===== config.mk =====
export PLATFORM = sky130hd
export DESIGN_NAME = exec_front_top
export DESIGN_NICKNAME = d
export VERILOG_FILES = /design/src/opnd_pkg.sv /design/src/reg_file.sv /design/src/fwd_ctrl.sv /design/src/operand_muxes.sv /design/src/alu_stage.sv /design/src/exec_front_top.sv
export VERILOG_INCLUDE_DIRS = /design/src /design/src/include
export SDC_FILE = /design/constraint.sdc
export NUM_CORES = 2
export LEC_CHECK = 0
export BUFFER_PORTS_ARGS = -buffer_cell sky130_fd_sc_hd__buf_2
export CAP_MARGIN = 40
export CORE_MARGIN = 3
export CORE_UTILIZATION = 60
export CTS_BUF_LIST = sky130_fd_sc_hd__clkbuf_2 sky130_fd_sc_hd__clkbuf_4 sky130_fd_sc_hd__clkbuf_8
export DETAILED_ROUTE_END_ITERATION = 8
export PLACE_DENSITY = 0.91
export SETUP_SLACK_MARGIN = 0.02
export SLEW_MARGIN = 20
export SYNTH_ARGS = -nofsm -noshare
export SYNTH_HDL_FRONTEND = slang
export SYNTH_HIERARCHICAL = 1
export SYNTH_SLANG_ARGS = --single-unit

===== constraint.sdc =====
create_clock -name clk -period 4.97 [get_ports clk]
set_input_delay 0.497 -clock clk [delete_from_list [all_inputs] [get_ports clk]]
set_output_delay 0.497 -clock clk [all_outputs]
set_load 0.1 [all_outputs]

===== src/include/opnd_defines.svh =====
//////////////////////////////
// Widths and sizes shared by the operand stage
// Operand width, register address width, register count
//////////////////////////////

`ifndef OPND_DEFINES_SVH
`define OPND_DEFINES_SVH

//////////////////////////////
// Datapath
//////////////////////////////

// Operand and ALU result width
`define OPND_WIDTH 32

//////////////////////////////
// Register file
//////////////////////////////

// Bits needed to name one register
`define RF_ADDR_WIDTH 5

// Number of architectural registers
`define RF_WORDS 32

`endif


===== src/opnd_pkg.sv =====
//////////////////////////////
// Operand select encodings for A and B
// ALU operation codes
//////////////////////////////

package opnd_pkg;

	// Operand A source
	// Value 2'd1 is unused on A since A never takes the immediate
	typedef enum logic [1:0] {
		SEL_A_RF      = 2'd0,
		SEL_A_EX_FORW = 2'd2,
		SEL_A_WB_FORW = 2'd3
	} sel_a_t;

	// Operand B source
	typedef enum logic [1:0] {
		SEL_B_RF      = 2'd0,
		SEL_B_IMM     = 2'd1,
		SEL_B_EX_FORW = 2'd2,
		SEL_B_WB_FORW = 2'd3
	} sel_b_t;

	// ALU operations
	// SLL shifts A left by the low five bits of B
	typedef enum logic [2:0] {
		ALU_ADD = 3'd0,
		ALU_SUB = 3'd1,
		ALU_AND = 3'd2,
		ALU_OR  = 3'd3,
		ALU_XOR = 3'd4,
		ALU_SLL = 3'd5
	} alu_op_t;

endpackage


===== src/reg_file.sv =====
//////////////////////////////
// Integer register file
// Two combinational read ports, one write port
//////////////////////////////

`include "opnd_defines.svh"

module reg_file (
	input  logic                      clk,
	input  logic                      arst_n,

	// Read ports
	input  logic [`RF_ADDR_WIDTH-1:0] rd_addr_a,
	input  logic [`RF_ADDR_WIDTH-1:0] rd_addr_b,
	output logic [`OPND_WIDTH-1:0]    rd_data_a,
	output logic [`OPND_WIDTH-1:0]    rd_data_b,

	// Write port from WB
	input  logic                      wr_en,
	input  logic [`RF_ADDR_WIDTH-1:0] wr_addr,
	input  logic [`OPND_WIDTH-1:0]    wr_data
);

	//////////////////////////////
	// Storage
	//////////////////////////////

	// One word per architectural register
	logic [`OPND_WIDTH-1:0] regs [`RF_WORDS];

	// Write strobe with r0 filtered out
	logic                   wr_ok;

	// r0 is hardwired to zero so a write there is dropped
	assign wr_ok = wr_en && (wr_addr != '0);

	// Whole array starts at zero
	// r0 keeps that value forever since it is never written
	always_ff @(posedge clk or negedge arst_n) begin
		if (!arst_n) begin
			for (int i = 0; i < `RF_WORDS; i++) begin
				regs[i] <= '0;
			end
		end else if (wr_ok) begin
			regs[wr_addr] <= wr_data;
		end
	end

	//////////////////////////////
	// Read ports
	//////////////////////////////

	// Zero latency reads
	// A write in the same cycle is not visible until after the edge
	assign rd_data_a = regs[rd_addr_a];
	assign rd_data_b = regs[rd_addr_b];

endmodule


===== src/fwd_ctrl.sv =====
//////////////////////////////
// Forwarding control for the ID operands
// Source addresses against EX and WB destinations
//////////////////////////////

`include "opnd_defines.svh"

module fwd_ctrl import opnd_pkg::*; (
	// Sources of the instruction in ID
	input  logic [`RF_ADDR_WIDTH-1:0] src_a,
	input  logic [`RF_ADDR_WIDTH-1:0] src_b,
	input  logic                      imm_en,

	// Instruction in EX
	input  logic [`RF_ADDR_WIDTH-1:0] ex_dest,
	input  logic                      ex_valid,

	// Instruction in WB
	input  logic [`RF_ADDR_WIDTH-1:0] wb_dest,
	input  logic                      wb_valid,

	// Operand selects
	output sel_a_t                    sel_a,
	output sel_b_t                    sel_b
);

	// A source hits a stage when that stage holds a real instruction
	// writing the same register
	// r0 never hits because its value is always zero
	function automatic logic src_hit(
		input logic [`RF_ADDR_WIDTH-1:0] src,
		input logic [`RF_ADDR_WIDTH-1:0] dst,
		input logic                      vld
	);
		return vld && (src == dst) && (src != '0);
	endfunction

	// Per source and stage hit flags
	logic ex_hit_a;
	logic wb_hit_a;
	logic ex_hit_b;
	logic wb_hit_b;

	assign ex_hit_a = src_hit(src_a, ex_dest, ex_valid);
	assign wb_hit_a = src_hit(src_a, wb_dest, wb_valid);
	assign ex_hit_b = src_hit(src_b, ex_dest, ex_valid);
	assign wb_hit_b = src_hit(src_b, wb_dest, wb_valid);

	//////////////////////////////
	// Select priority
	//////////////////////////////

	// EX is the younger producer so it wins over WB
	always_comb begin
		if (ex_hit_a) begin
			sel_a = SEL_A_EX_FORW;
		end else if (wb_hit_a) begin
			sel_a = SEL_A_WB_FORW;
		end else begin
			sel_a = SEL_A_RF;
		end
	end

	// Immediate overrides any forward on B
	always_comb begin
		if (imm_en) begin
			sel_b = SEL_B_IMM;
		end else if (ex_hit_b) begin
			sel_b = SEL_B_EX_FORW;
		end else if (wb_hit_b) begin
			sel_b = SEL_B_WB_FORW;
		end else begin
			sel_b = SEL_B_RF;
		end
	end

endmodule


===== src/operand_muxes.sv =====
//////////////////////////////
// Operand forwarding multiplexers
// Freeze-aware operand registers with saved flags
//////////////////////////////

`include "opnd_defines.svh"

module operand_muxes import opnd_pkg::*; (
	input  logic                   clk,
	input  logic                   arst_n,

	// Pipeline freezes
	input  logic                   id_freeze,
	input  logic                   ex_freeze,

	// Candidate operand sources
	input  logic [`OPND_WIDTH-1:0] rf_dataa,
	input  logic [`OPND_WIDTH-1:0] rf_datab,
	input  logic [`OPND_WIDTH-1:0] ex_forw,
	input  logic [`OPND_WIDTH-1:0] wb_forw,
	input  logic [`OPND_WIDTH-1:0] simm,

	// Selects from forwarding control
	input  sel_a_t                 sel_a,
	input  sel_b_t                 sel_b,

	// Registered operands for EX
	output logic [`OPND_WIDTH-1:0] operand_a,
	output logic [`OPND_WIDTH-1:0] operand_b,

	// Combinational mux outputs
	output logic [`OPND_WIDTH-1:0] muxed_a,
	output logic [`OPND_WIDTH-1:0] muxed_b
);

	//////////////////////////////
	// Forwarding muxes
	//////////////////////////////

	// Operand A source
	always_comb begin
		case (sel_a)
			SEL_A_EX_FORW: muxed_a = ex_forw;
			SEL_A_WB_FORW: muxed_a = wb_forw;
			default:       muxed_a = rf_dataa;
		endcase
	end

	// Operand B source
	always_comb begin
		case (sel_b)
			SEL_B_IMM:     muxed_b = simm;
			SEL_B_EX_FORW: muxed_b = ex_forw;
			SEL_B_WB_FORW: muxed_b = wb_forw;
			default:       muxed_b = rf_datab;
		endcase
	end

	//////////////////////////////
	// Operand registers
	//////////////////////////////

	// Lane 0 carries A, lane 1 carries B
	logic [`OPND_WIDTH-1:0] muxed_v   [2];
	logic [`OPND_WIDTH-1:0] operand_q [2];
	logic                   saved     [2];

	assign muxed_v[0] = muxed_a;
	assign muxed_v[1] = muxed_b;

	// Held while EX is frozen since EX still uses them
	// First load during an ID stall sets saved and locks the value
	// Forward sources may move on while ID waits
	// Saved clears on the release edge without a reload
	for (genvar g = 0; g < 2; g++) begin : g_opnd
		always_ff @(posedge clk or negedge arst_n) begin
			if (!arst_n) begin
				operand_q[g] <= '0;
				saved[g]     <= 1'b0;
			end else if (!ex_freeze && !saved[g]) begin
				operand_q[g] <= muxed_v[g];
				saved[g]     <= id_freeze;
			end else if (!ex_freeze && !id_freeze) begin
				saved[g]     <= 1'b0;
			end
		end
	end

	assign operand_a = operand_q[0];
	assign operand_b = operand_q[1];

endmodule


===== src/alu_stage.sv =====
//////////////////////////////
// EX control register and ALU
// WB result register with bubble insertion
//////////////////////////////

`include "opnd_defines.svh"

module alu_stage import opnd_pkg::*; (
	input  logic                      clk,
	input  logic                      arst_n,

	// Pipeline freezes
	input  logic                      id_freeze,
	input  logic                      ex_freeze,

	// Instruction fields from ID
	input  alu_op_t                   alu_op,
	input  logic [`RF_ADDR_WIDTH-1:0] dest,

	// Registered operands
	input  logic [`OPND_WIDTH-1:0]    operand_a,
	input  logic [`OPND_WIDTH-1:0]    operand_b,

	// EX stage
	output logic [`OPND_WIDTH-1:0]    ex_forw,
	output logic [`RF_ADDR_WIDTH-1:0] ex_dest,
	output logic                      ex_valid,

	// WB stage
	output logic [`OPND_WIDTH-1:0]    wb_forw,
	output logic [`RF_ADDR_WIDTH-1:0] wb_dest,
	output logic                      wb_valid
);

	// Shift amount bits taken from B
	localparam int SHAMT_W = $clog2(`OPND_WIDTH);

	alu_op_t ex_op;

	//////////////////////////////
	// EX register
	//////////////////////////////

	// Holds while EX is frozen
	// An ID-only freeze lets a bubble in
	always_ff @(posedge clk or negedge arst_n) begin
		if (!arst_n) begin
			ex_op    <= ALU_ADD;
			ex_dest  <= '0;
			ex_valid <= 1'b0;
		end else if (!ex_freeze) begin
			ex_op    <= alu_op;
			ex_dest  <= dest;
			ex_valid <= !id_freeze;
		end
	end

	// ALU, also the EX forward
	always_comb begin
		case (ex_op)
			ALU_ADD: ex_forw = operand_a + operand_b;
			ALU_SUB: ex_forw = operand_a - operand_b;
			ALU_AND: ex_forw = operand_a & operand_b;
			ALU_OR:  ex_forw = operand_a | operand_b;
			ALU_XOR: ex_forw = operand_a ^ operand_b;
			ALU_SLL: ex_forw = operand_a << operand_b[SHAMT_W-1:0];
			default: ex_forw = '0;
		endcase
	end

	//////////////////////////////
	// WB register
	//////////////////////////////

	// EX frozen means nothing leaves EX, so WB gets a bubble
	always_ff @(posedge clk or negedge arst_n) begin
		if (!arst_n) begin
			wb_forw  <= '0;
			wb_dest  <= '0;
			wb_valid <= 1'b0;
		end else if (!ex_freeze) begin
			wb_forw  <= ex_forw;
			wb_dest  <= ex_dest;
			wb_valid <= ex_valid;
		end else begin
			wb_valid <= 1'b0;
		end
	end

endmodule


===== src/exec_front_top.sv =====
//////////////////////////////
// Operand stage top level
// Register file, forwarding, operand muxes, ALU stage
//////////////////////////////

`include "opnd_defines.svh"

module exec_front_top import opnd_pkg::*; (
	input  logic                      clk,
	input  logic                      arst_n,

	// Freezes from outside the pipeline
	input  logic                      id_freeze,
	input  logic                      ex_freeze,

	// Instruction in ID
	input  logic [`RF_ADDR_WIDTH-1:0] src_a,
	input  logic [`RF_ADDR_WIDTH-1:0] src_b,
	input  logic                      imm_en,
	input  logic [`OPND_WIDTH-1:0]    simm,
	input  alu_op_t                   alu_op,
	input  logic [`RF_ADDR_WIDTH-1:0] dest,

	// Writeback
	output logic [`OPND_WIDTH-1:0]    result,
	output logic [`RF_ADDR_WIDTH-1:0] wb_dest,
	output logic                      wb_valid
);

	// Register file reads
	logic [`OPND_WIDTH-1:0]    rf_dataa;
	logic [`OPND_WIDTH-1:0]    rf_datab;

	// Selects
	sel_a_t                    sel_a;
	sel_b_t                    sel_b;

	// EX side
	logic [`OPND_WIDTH-1:0]    operand_a;
	logic [`OPND_WIDTH-1:0]    operand_b;
	logic [`OPND_WIDTH-1:0]    ex_forw;
	logic [`RF_ADDR_WIDTH-1:0] ex_dest;
	logic                      ex_valid;

	// WB result is written back here
	reg_file u_reg_file (
		.clk       (clk),
		.arst_n    (arst_n),
		.rd_addr_a (src_a),
		.rd_addr_b (src_b),
		.rd_data_a (rf_dataa),
		.rd_data_b (rf_datab),
		.wr_en     (wb_valid),
		.wr_addr   (wb_dest),
		.wr_data   (result)
	);

	fwd_ctrl u_fwd_ctrl (
		.src_a    (src_a),
		.src_b    (src_b),
		.imm_en   (imm_en),
		.ex_dest  (ex_dest),
		.ex_valid (ex_valid),
		.wb_dest  (wb_dest),
		.wb_valid (wb_valid),
		.sel_a    (sel_a),
		.sel_b    (sel_b)
	);

	// Mux outputs are only observed inside the block
	operand_muxes u_operand_muxes (
		.clk       (clk),
		.arst_n    (arst_n),
		.id_freeze (id_freeze),
		.ex_freeze (ex_freeze),
		.rf_dataa  (rf_dataa),
		.rf_datab  (rf_datab),
		.ex_forw   (ex_forw),
		.wb_forw   (result),
		.simm      (simm),
		.sel_a     (sel_a),
		.sel_b     (sel_b),
		.operand_a (operand_a),
		.operand_b (operand_b),
		.muxed_a   (),
		.muxed_b   ()
	);

	alu_stage u_alu_stage (
		.clk       (clk),
		.arst_n    (arst_n),
		.id_freeze (id_freeze),
		.ex_freeze (ex_freeze),
		.alu_op    (alu_op),
		.dest      (dest),
		.operand_a (operand_a),
		.operand_b (operand_b),
		.ex_forw   (ex_forw),
		.ex_dest   (ex_dest),
		.ex_valid  (ex_valid),
		.wb_forw   (result),
		.wb_dest   (wb_dest),
		.wb_valid  (wb_valid)
	);

endmodule


Word-level counts from Yosys, hierarchy flattened
Index checks and enable logic that the tools add are counted.

storage, ports and cells
  bits in registers = 1137
  bits of input ports = 55
  logic and storage cells = 113

cells by class
  $add $sub $neg = 2
  order comparisons = 4
  equality and inequality tests = 14
  shift-type cells = 1
  multiplexer cells = 21
  bitwise operators = 6
  reduce and logical (&&, ||, !) cells = 23

operator list
  operator                                                  count
  bitwise mux 1024 bit                                      1
  binary-select mux 32 bit (select 5 bit)                   2
  one-hot mux 32 bit (6 select lines)                       1
  demux 32 bit (select 5 bit)                               1
  two-way mux 32 bit                                        5
  one-hot mux 32 bit (3 select lines)                       1
  one-hot mux 32 bit (2 select lines)                       1
  adder 32 bit                                              1
  bitwise AND 32 bit                                        1
  bitwise OR 32 bit                                         1
  << shifter 32 x 5 -> 32 bit                               1
  subtractor 32 bit                                         1
  XOR 32 bit                                                1
  == test 5 bit                                             4
  greater-or-equal comparator 6 bit, second input constant  3
  inverter 5 -> 6 bit                                       3
  nonzero test 5 bit                                        3
  logical AND 1 bit                                         13
  two-way mux 2 bit                                         5
  == test 2 bit, second input constant                      4
  == test 3 x 2 -> 1 bit, second input constant             2
  == test 3 bit, second input constant                      2
  < comparator 6 x 1 -> 1 bit, second input constant        1
  logical NOT 1 bit                                         4
  other kinds (5)                                           9

Logic depth before layout (Yosys ltp)
  depth after elaboration = 8
  mapped depth = 23

Hierarchy
Netlist, hierarchy kept.

modules (own cells, without submodules)
  module         instances  cells each  area an instance (um^2)
  reg_file       1          4601        55937.4
  alu_stage      1          978         7632.3
  operand_muxes  1          291         3908.7
  fwd_ctrl       1          38          291.5

Least setup slack after synthesis
No wires, ideal clock.

  kind = register to register
  start point = register u_operand_muxes.operand_q (netlist bit u_operand_muxes/operand_b[0])
  end point = register u_operand_muxes.operand_q (netlist bit u_operand_muxes/operand_b[29])
  setup time = 125 ps
  data arrival time = 4802 ps
  required time = 4845 ps
  path slack = 43 ps
  cell stages (with the launch flop) = 21
  path buffers = 3
  period minus slack after synthesis = 4927 ps
  cells stage by stage = dfrtp_1 > buf_4 > buf_1 > inv_2 > buf_1 > ha_1 > nand2_1 > or4_1 > nor4_1 > nor2_1 > xnor2_1 > ha_1 > a21o_1 > a21o_1 > a21oi_1 > o21ai_0 > a222oi_1 > o221a_2 > nand3_1 > mux4_1 > mux2_2

on the way
  longest elaborated chain between the ends = 3
  elaborated cells between the ends (all ways) = 5
  those cells by class = 2 x add/sub; 1 x shift; 2 x mux

ends and longest elaborated chain
  what                                       line                  RTL
  start: declaration                         operand_muxes.sv:65   logic [`OPND_WIDTH-1:0] operand_q [2];
  start signal: indexed assignment           operand_muxes.sv:81   operand_q[g] <= muxed_v[g];
  subtractor 32 bit (tied with other cells)  alu_stage.sv:62       ALU_SUB: ex_forw = operand_a - operand_b;
  one-hot mux 32 bit (6 select lines) *      alu_stage.sv:60       case (ex_op)
  net ex_forw[29]                            exec_front_top.sv:41  logic [`OPND_WIDTH-1:0] ex_forw;
  one-hot mux 32 bit (3 select lines) *      operand_muxes.sv:51   case (sel_b)
  net u_operand_muxes.muxed_b[29]            operand_muxes.sv:33   output logic [`OPND_WIDTH-1:0] muxed_b

The timed path passes the listed nets; every way through them passes the cells marked *.
A chain may end at the register's enable or synchronous reset.

Worst setup path after layout
  start point = register u_operand_muxes.operand_q (netlist bit u_operand_muxes/operand_b[3])
  end point = register u_operand_muxes.operand_q (netlist bit u_operand_muxes/operand_b[30])

The elaborated chain is that of the path after synthesis.

==> impl_metrics.ini <==
[synthesis]
ys.flop_type = dfrtp_1
synth_area_leader_cell = dfrtp_1
synthTopCellsByArea = dfrtp_1, mux2_2, mux2i_1
synth_area_mm2 = 0.06777
ys_ff_latch = 1137
ys_types = 89
synth_edf_count = 0
yosys.area.top_type_share = 0.4198
syn_avg_cell_area_um2 = 11.47
seq_area_frac_synth = 0.4198
synth_cells = 5908
ys.warnings.count = 6
async_flop_share = 1.000
syn-num-nets = 6061

[sta]
hold_viol = 0
finalClockSkew_ps = 62.83
worst_slack_ps = 160.9
setup_tns_ps = 0
rsz0062_at_grt = no
setup_viol = 0
timing.fmax_ghz = 0.2079
min_period_ps = 4809
min_period_over_period = 0.9676
tightest_slew_ps = 1114
drv_slew = 0
max-slew-margin-rel = 0.2576

[floorplanning]
coreArea_mm2 = 0.1114
die_w_um = 342.1
ioPinCount = 93
floorplan.initialDensity = 0.6082
die_y_um = 342.1
row_count = 122
die_area_mm2 = 0.1170

[route]
drc = 0
vias_per_cell = 7.202
first_pass_iters = 9
drtAntennaViolNets = 0
drtIter0Drc = 7641
route.vias.total = 53940
totalWireLength_mm = 227.8
wl_per_cell_um = 30.42

[place]
port_buffers = 92
gp_congestion = 0.9735
pre_cts_ws_ps = -42.71
dp_hpwl_mm = 141.0

[layout]
area_growth_pct = 8.949
n_fill_cell = 7349
drive_above_1_share = 0.3038
fin_nets = 6026

[flow_run]
max_cap_violations = 0

[worst_setup_path]
crit_path_max_fanout = 6
endpoint_kind = flip-flop
worst_setup_path_start_kind = flip-flop
crit_type = reg2reg
cp_data_arrival_time_ps = 5550
worst_ep_required_time_ps = 5710
reg2reg_slack_ps = 160

[clocking]
clock_latency_ps = 910
clockBufferDepth = 3
cts_tree = built
root_buffer = clkbuf_8
path_clk_slew_ps = 60
cts.sinks = 1137
cts_made_buffers = 180
h-tree-depth = 4

[global_route]
grt.overflow.total = 0
antenna_found_initial = 16
gr-usage-all-layers = 0.3811
grt_max_degree = 127
grt_pass1_wl_mm = 340.1
grt_pass1_vias = 55590

[min_path]
holdCritPathClass = in2reg

[run_status]
outcome = complete, no violations

[power_and_ir_drop]
ir_drop_mv = 0.2300
p_leak_nw = 35.92
power.density_mw_per_mm2 = 463.2
==> sequential cells by signal, summed over array words and instances, names as in the netlist, 2 cells and up <==
register and flops:
u_operand_muxes/operand_b 32, u_alu_stage/ex_dest 5, u_operand_muxes/operand_a 32, u_alu_stage/ex_op 3, u_alu_stage/wb_forw 32, u_operand_muxes/saved 2
u_reg_file/regs 1024, u_alu_stage/wb_dest 5
==> cell families (layout without fill, tap and decap cells) <==
group           Yosys count  after routing  share of synthesized area
compound gates          915            915                    0.08984
xor+xnor                 76             76                   0.009822
fa+ha+maj                98             98                    0.01820
buf+inv                 627            713                    0.04693
flops                  1137           1137                     0.4198
mux                    2232           2232                     0.3579
other cells               0              7                          0
simple gates            823            823                    0.05749
==> Yosys cell counts (11+ instances only) <==
cell / instances
a21o_1: 15
buf_2: 136
dfrtp_1: 1137
nor2_4: 17
nor2_1: 105
nand3_1: 206
a211oi_1: 14
mux2_1: 42
buf_1: 38
nand2b_1: 12
mux4_2: 40
inv_1: 68
mux2_2: 1060
buf_6: 49
nand2_1: 328
buf_4: 64
clkbuf_1: 265
o221ai_1: 11
a22o_1: 128
nor3_1: 73
a21oi_1: 300
a31oi_1: 78
nor2b_1: 12
o21ai_1: 30
mux2i_1: 1088
a22oi_1: 200
xor2_1: 20
xnor2_1: 56
o21ai_0: 56
ha_1: 97
==> critical path, cell delays in order, from the launching register on <==
cell      delay [ps]
dfrtp_1          380
or4_4            580
and2b_1          300
nor2_1            70
xnor2_1          130
ha_1             360
a21o_1           230
a221oi_2         380
a211oi_1         210
nor4_2           310
o21ai_1          170
buf_4            180
a311oi_1         340
xnor2_1          110
nand2_1           90
nand2_1           80
mux4_2           480
mux2_2           270
==> placed cells by master, fill, tap and decap left out, types with 17 or more instances in the layout <==
cell      synthesis  layout
mux2_2         1060    1060
a22oi_1         200     200
nor2_4           17      19
buf_12            3      44
buf_4            64     168
ha_1             97      97
mux4_2           40      40
mux2i_1        1088    1088
buf_2           136      90
mux2_1           42      42
clkbuf_4          0      55
buf_8             0      17
nor2_1          105     102
inv_1            68      68
o21ai_0          56      56
xnor2_1          56      56
a31oi_1          78      78
nor3_1           73      73
nand2_1         328     311
nand3_1         206     206
a21oi_1         300     298
xor2_1           20      20
dfrtp_1        1137    1133
clkbuf_8          0     221
a22o_1          128     128
o21ai_1          30      30
==> power by group <==
group | switching (mW) | internal [mW] | leakage, nW
clock network | 3.91 | 4.57 | 1.98
registers | 2.47 | 11.6 | 15.4
logic | 6.83 | 4.83 | 18.5
==> metrics by stage <==
step | hold WS, ps | std cells | utilization | power (mW) | instance area, um2
after detailed placement | 388.1 | 7169 | 0.6276 | 25.18 | 69940
after CTS | 24.84 | 7482 | 0.6622 | 33.76 | 73790
after floorplan | 201.4 | 5908 | - | 21.50 | 67770
after global placement | 383.5 | 7133 | 0.6216 | 24.29 | 69260
after global routing | 90.38 | 7484 | 0.6625 | 35.50 | 73820
final | 80.10 | 7489 | 0.6626 | 34.20 | 73830
==> per-layer routing <==
metal | global-route usage | vias to the layer above | routed length [um]
met5 | 0 | - | 95
met4 | 0.2556 | 14 | 17950
met3 | 0.1261 | 1403 | 29790
met2 | 0.5787 | 4304 | 100300
met1 | 0.4626 | 26540 | 79690
li1 | - | 21680 | -
==> layout make-up <==
| cell class | count | area (um2) | area share |
|---|---|---|---|
| Multi-Input combinational cell | 4144 | 36320 | 0.4919 |
| Sequential cell | 1137 | 28460 | 0.3854 |
| Clock buffer | 276 | 3455 | 0.04679 |
| Timing Repair Buffer | 338 | 3163 | 0.04284 |
| Tap cell | 1488 | 1862 | 0.02522 |
| Clock inverter | 27 | 292.8 | 0.003965 |
| Inverter | 72 | 270.3 | 0.003660 |
| Antenna cell | 7 | 17.52 | 0.0002372 |
==> worst paths after layout <==
kind                                                    from  depth (start not counted)                            end
max in group asynchronous                             arst_n                          3           u_reg_file/regs[773]
worst max-delay path            u_operand_muxes/operand_b[3]                         17  u_operand_muxes/operand_b[30]
min in group asynchronous                             arst_n                          2           u_reg_file/regs[797]
worst min register to register         u_reg_file/regs[1018]                          0          u_reg_file/regs[1018]
worst min-delay path                                simm[25]                          3  u_operand_muxes/operand_b[25]
worst max register to register  u_operand_muxes/operand_b[3]                         17  u_operand_muxes/operand_b[30]
==> repair_timing <==
item                                   CTS  global route
pin swaps                                0             1
resized for setup                        1             4
cloned                                   0             0
setup endpoints to repair                1             4
endpoints found under the hold margin  102             0
buffers inserted                         0             0
hold buffers                            10             0
No activity file was read; power rests on OpenSTA's default activity.
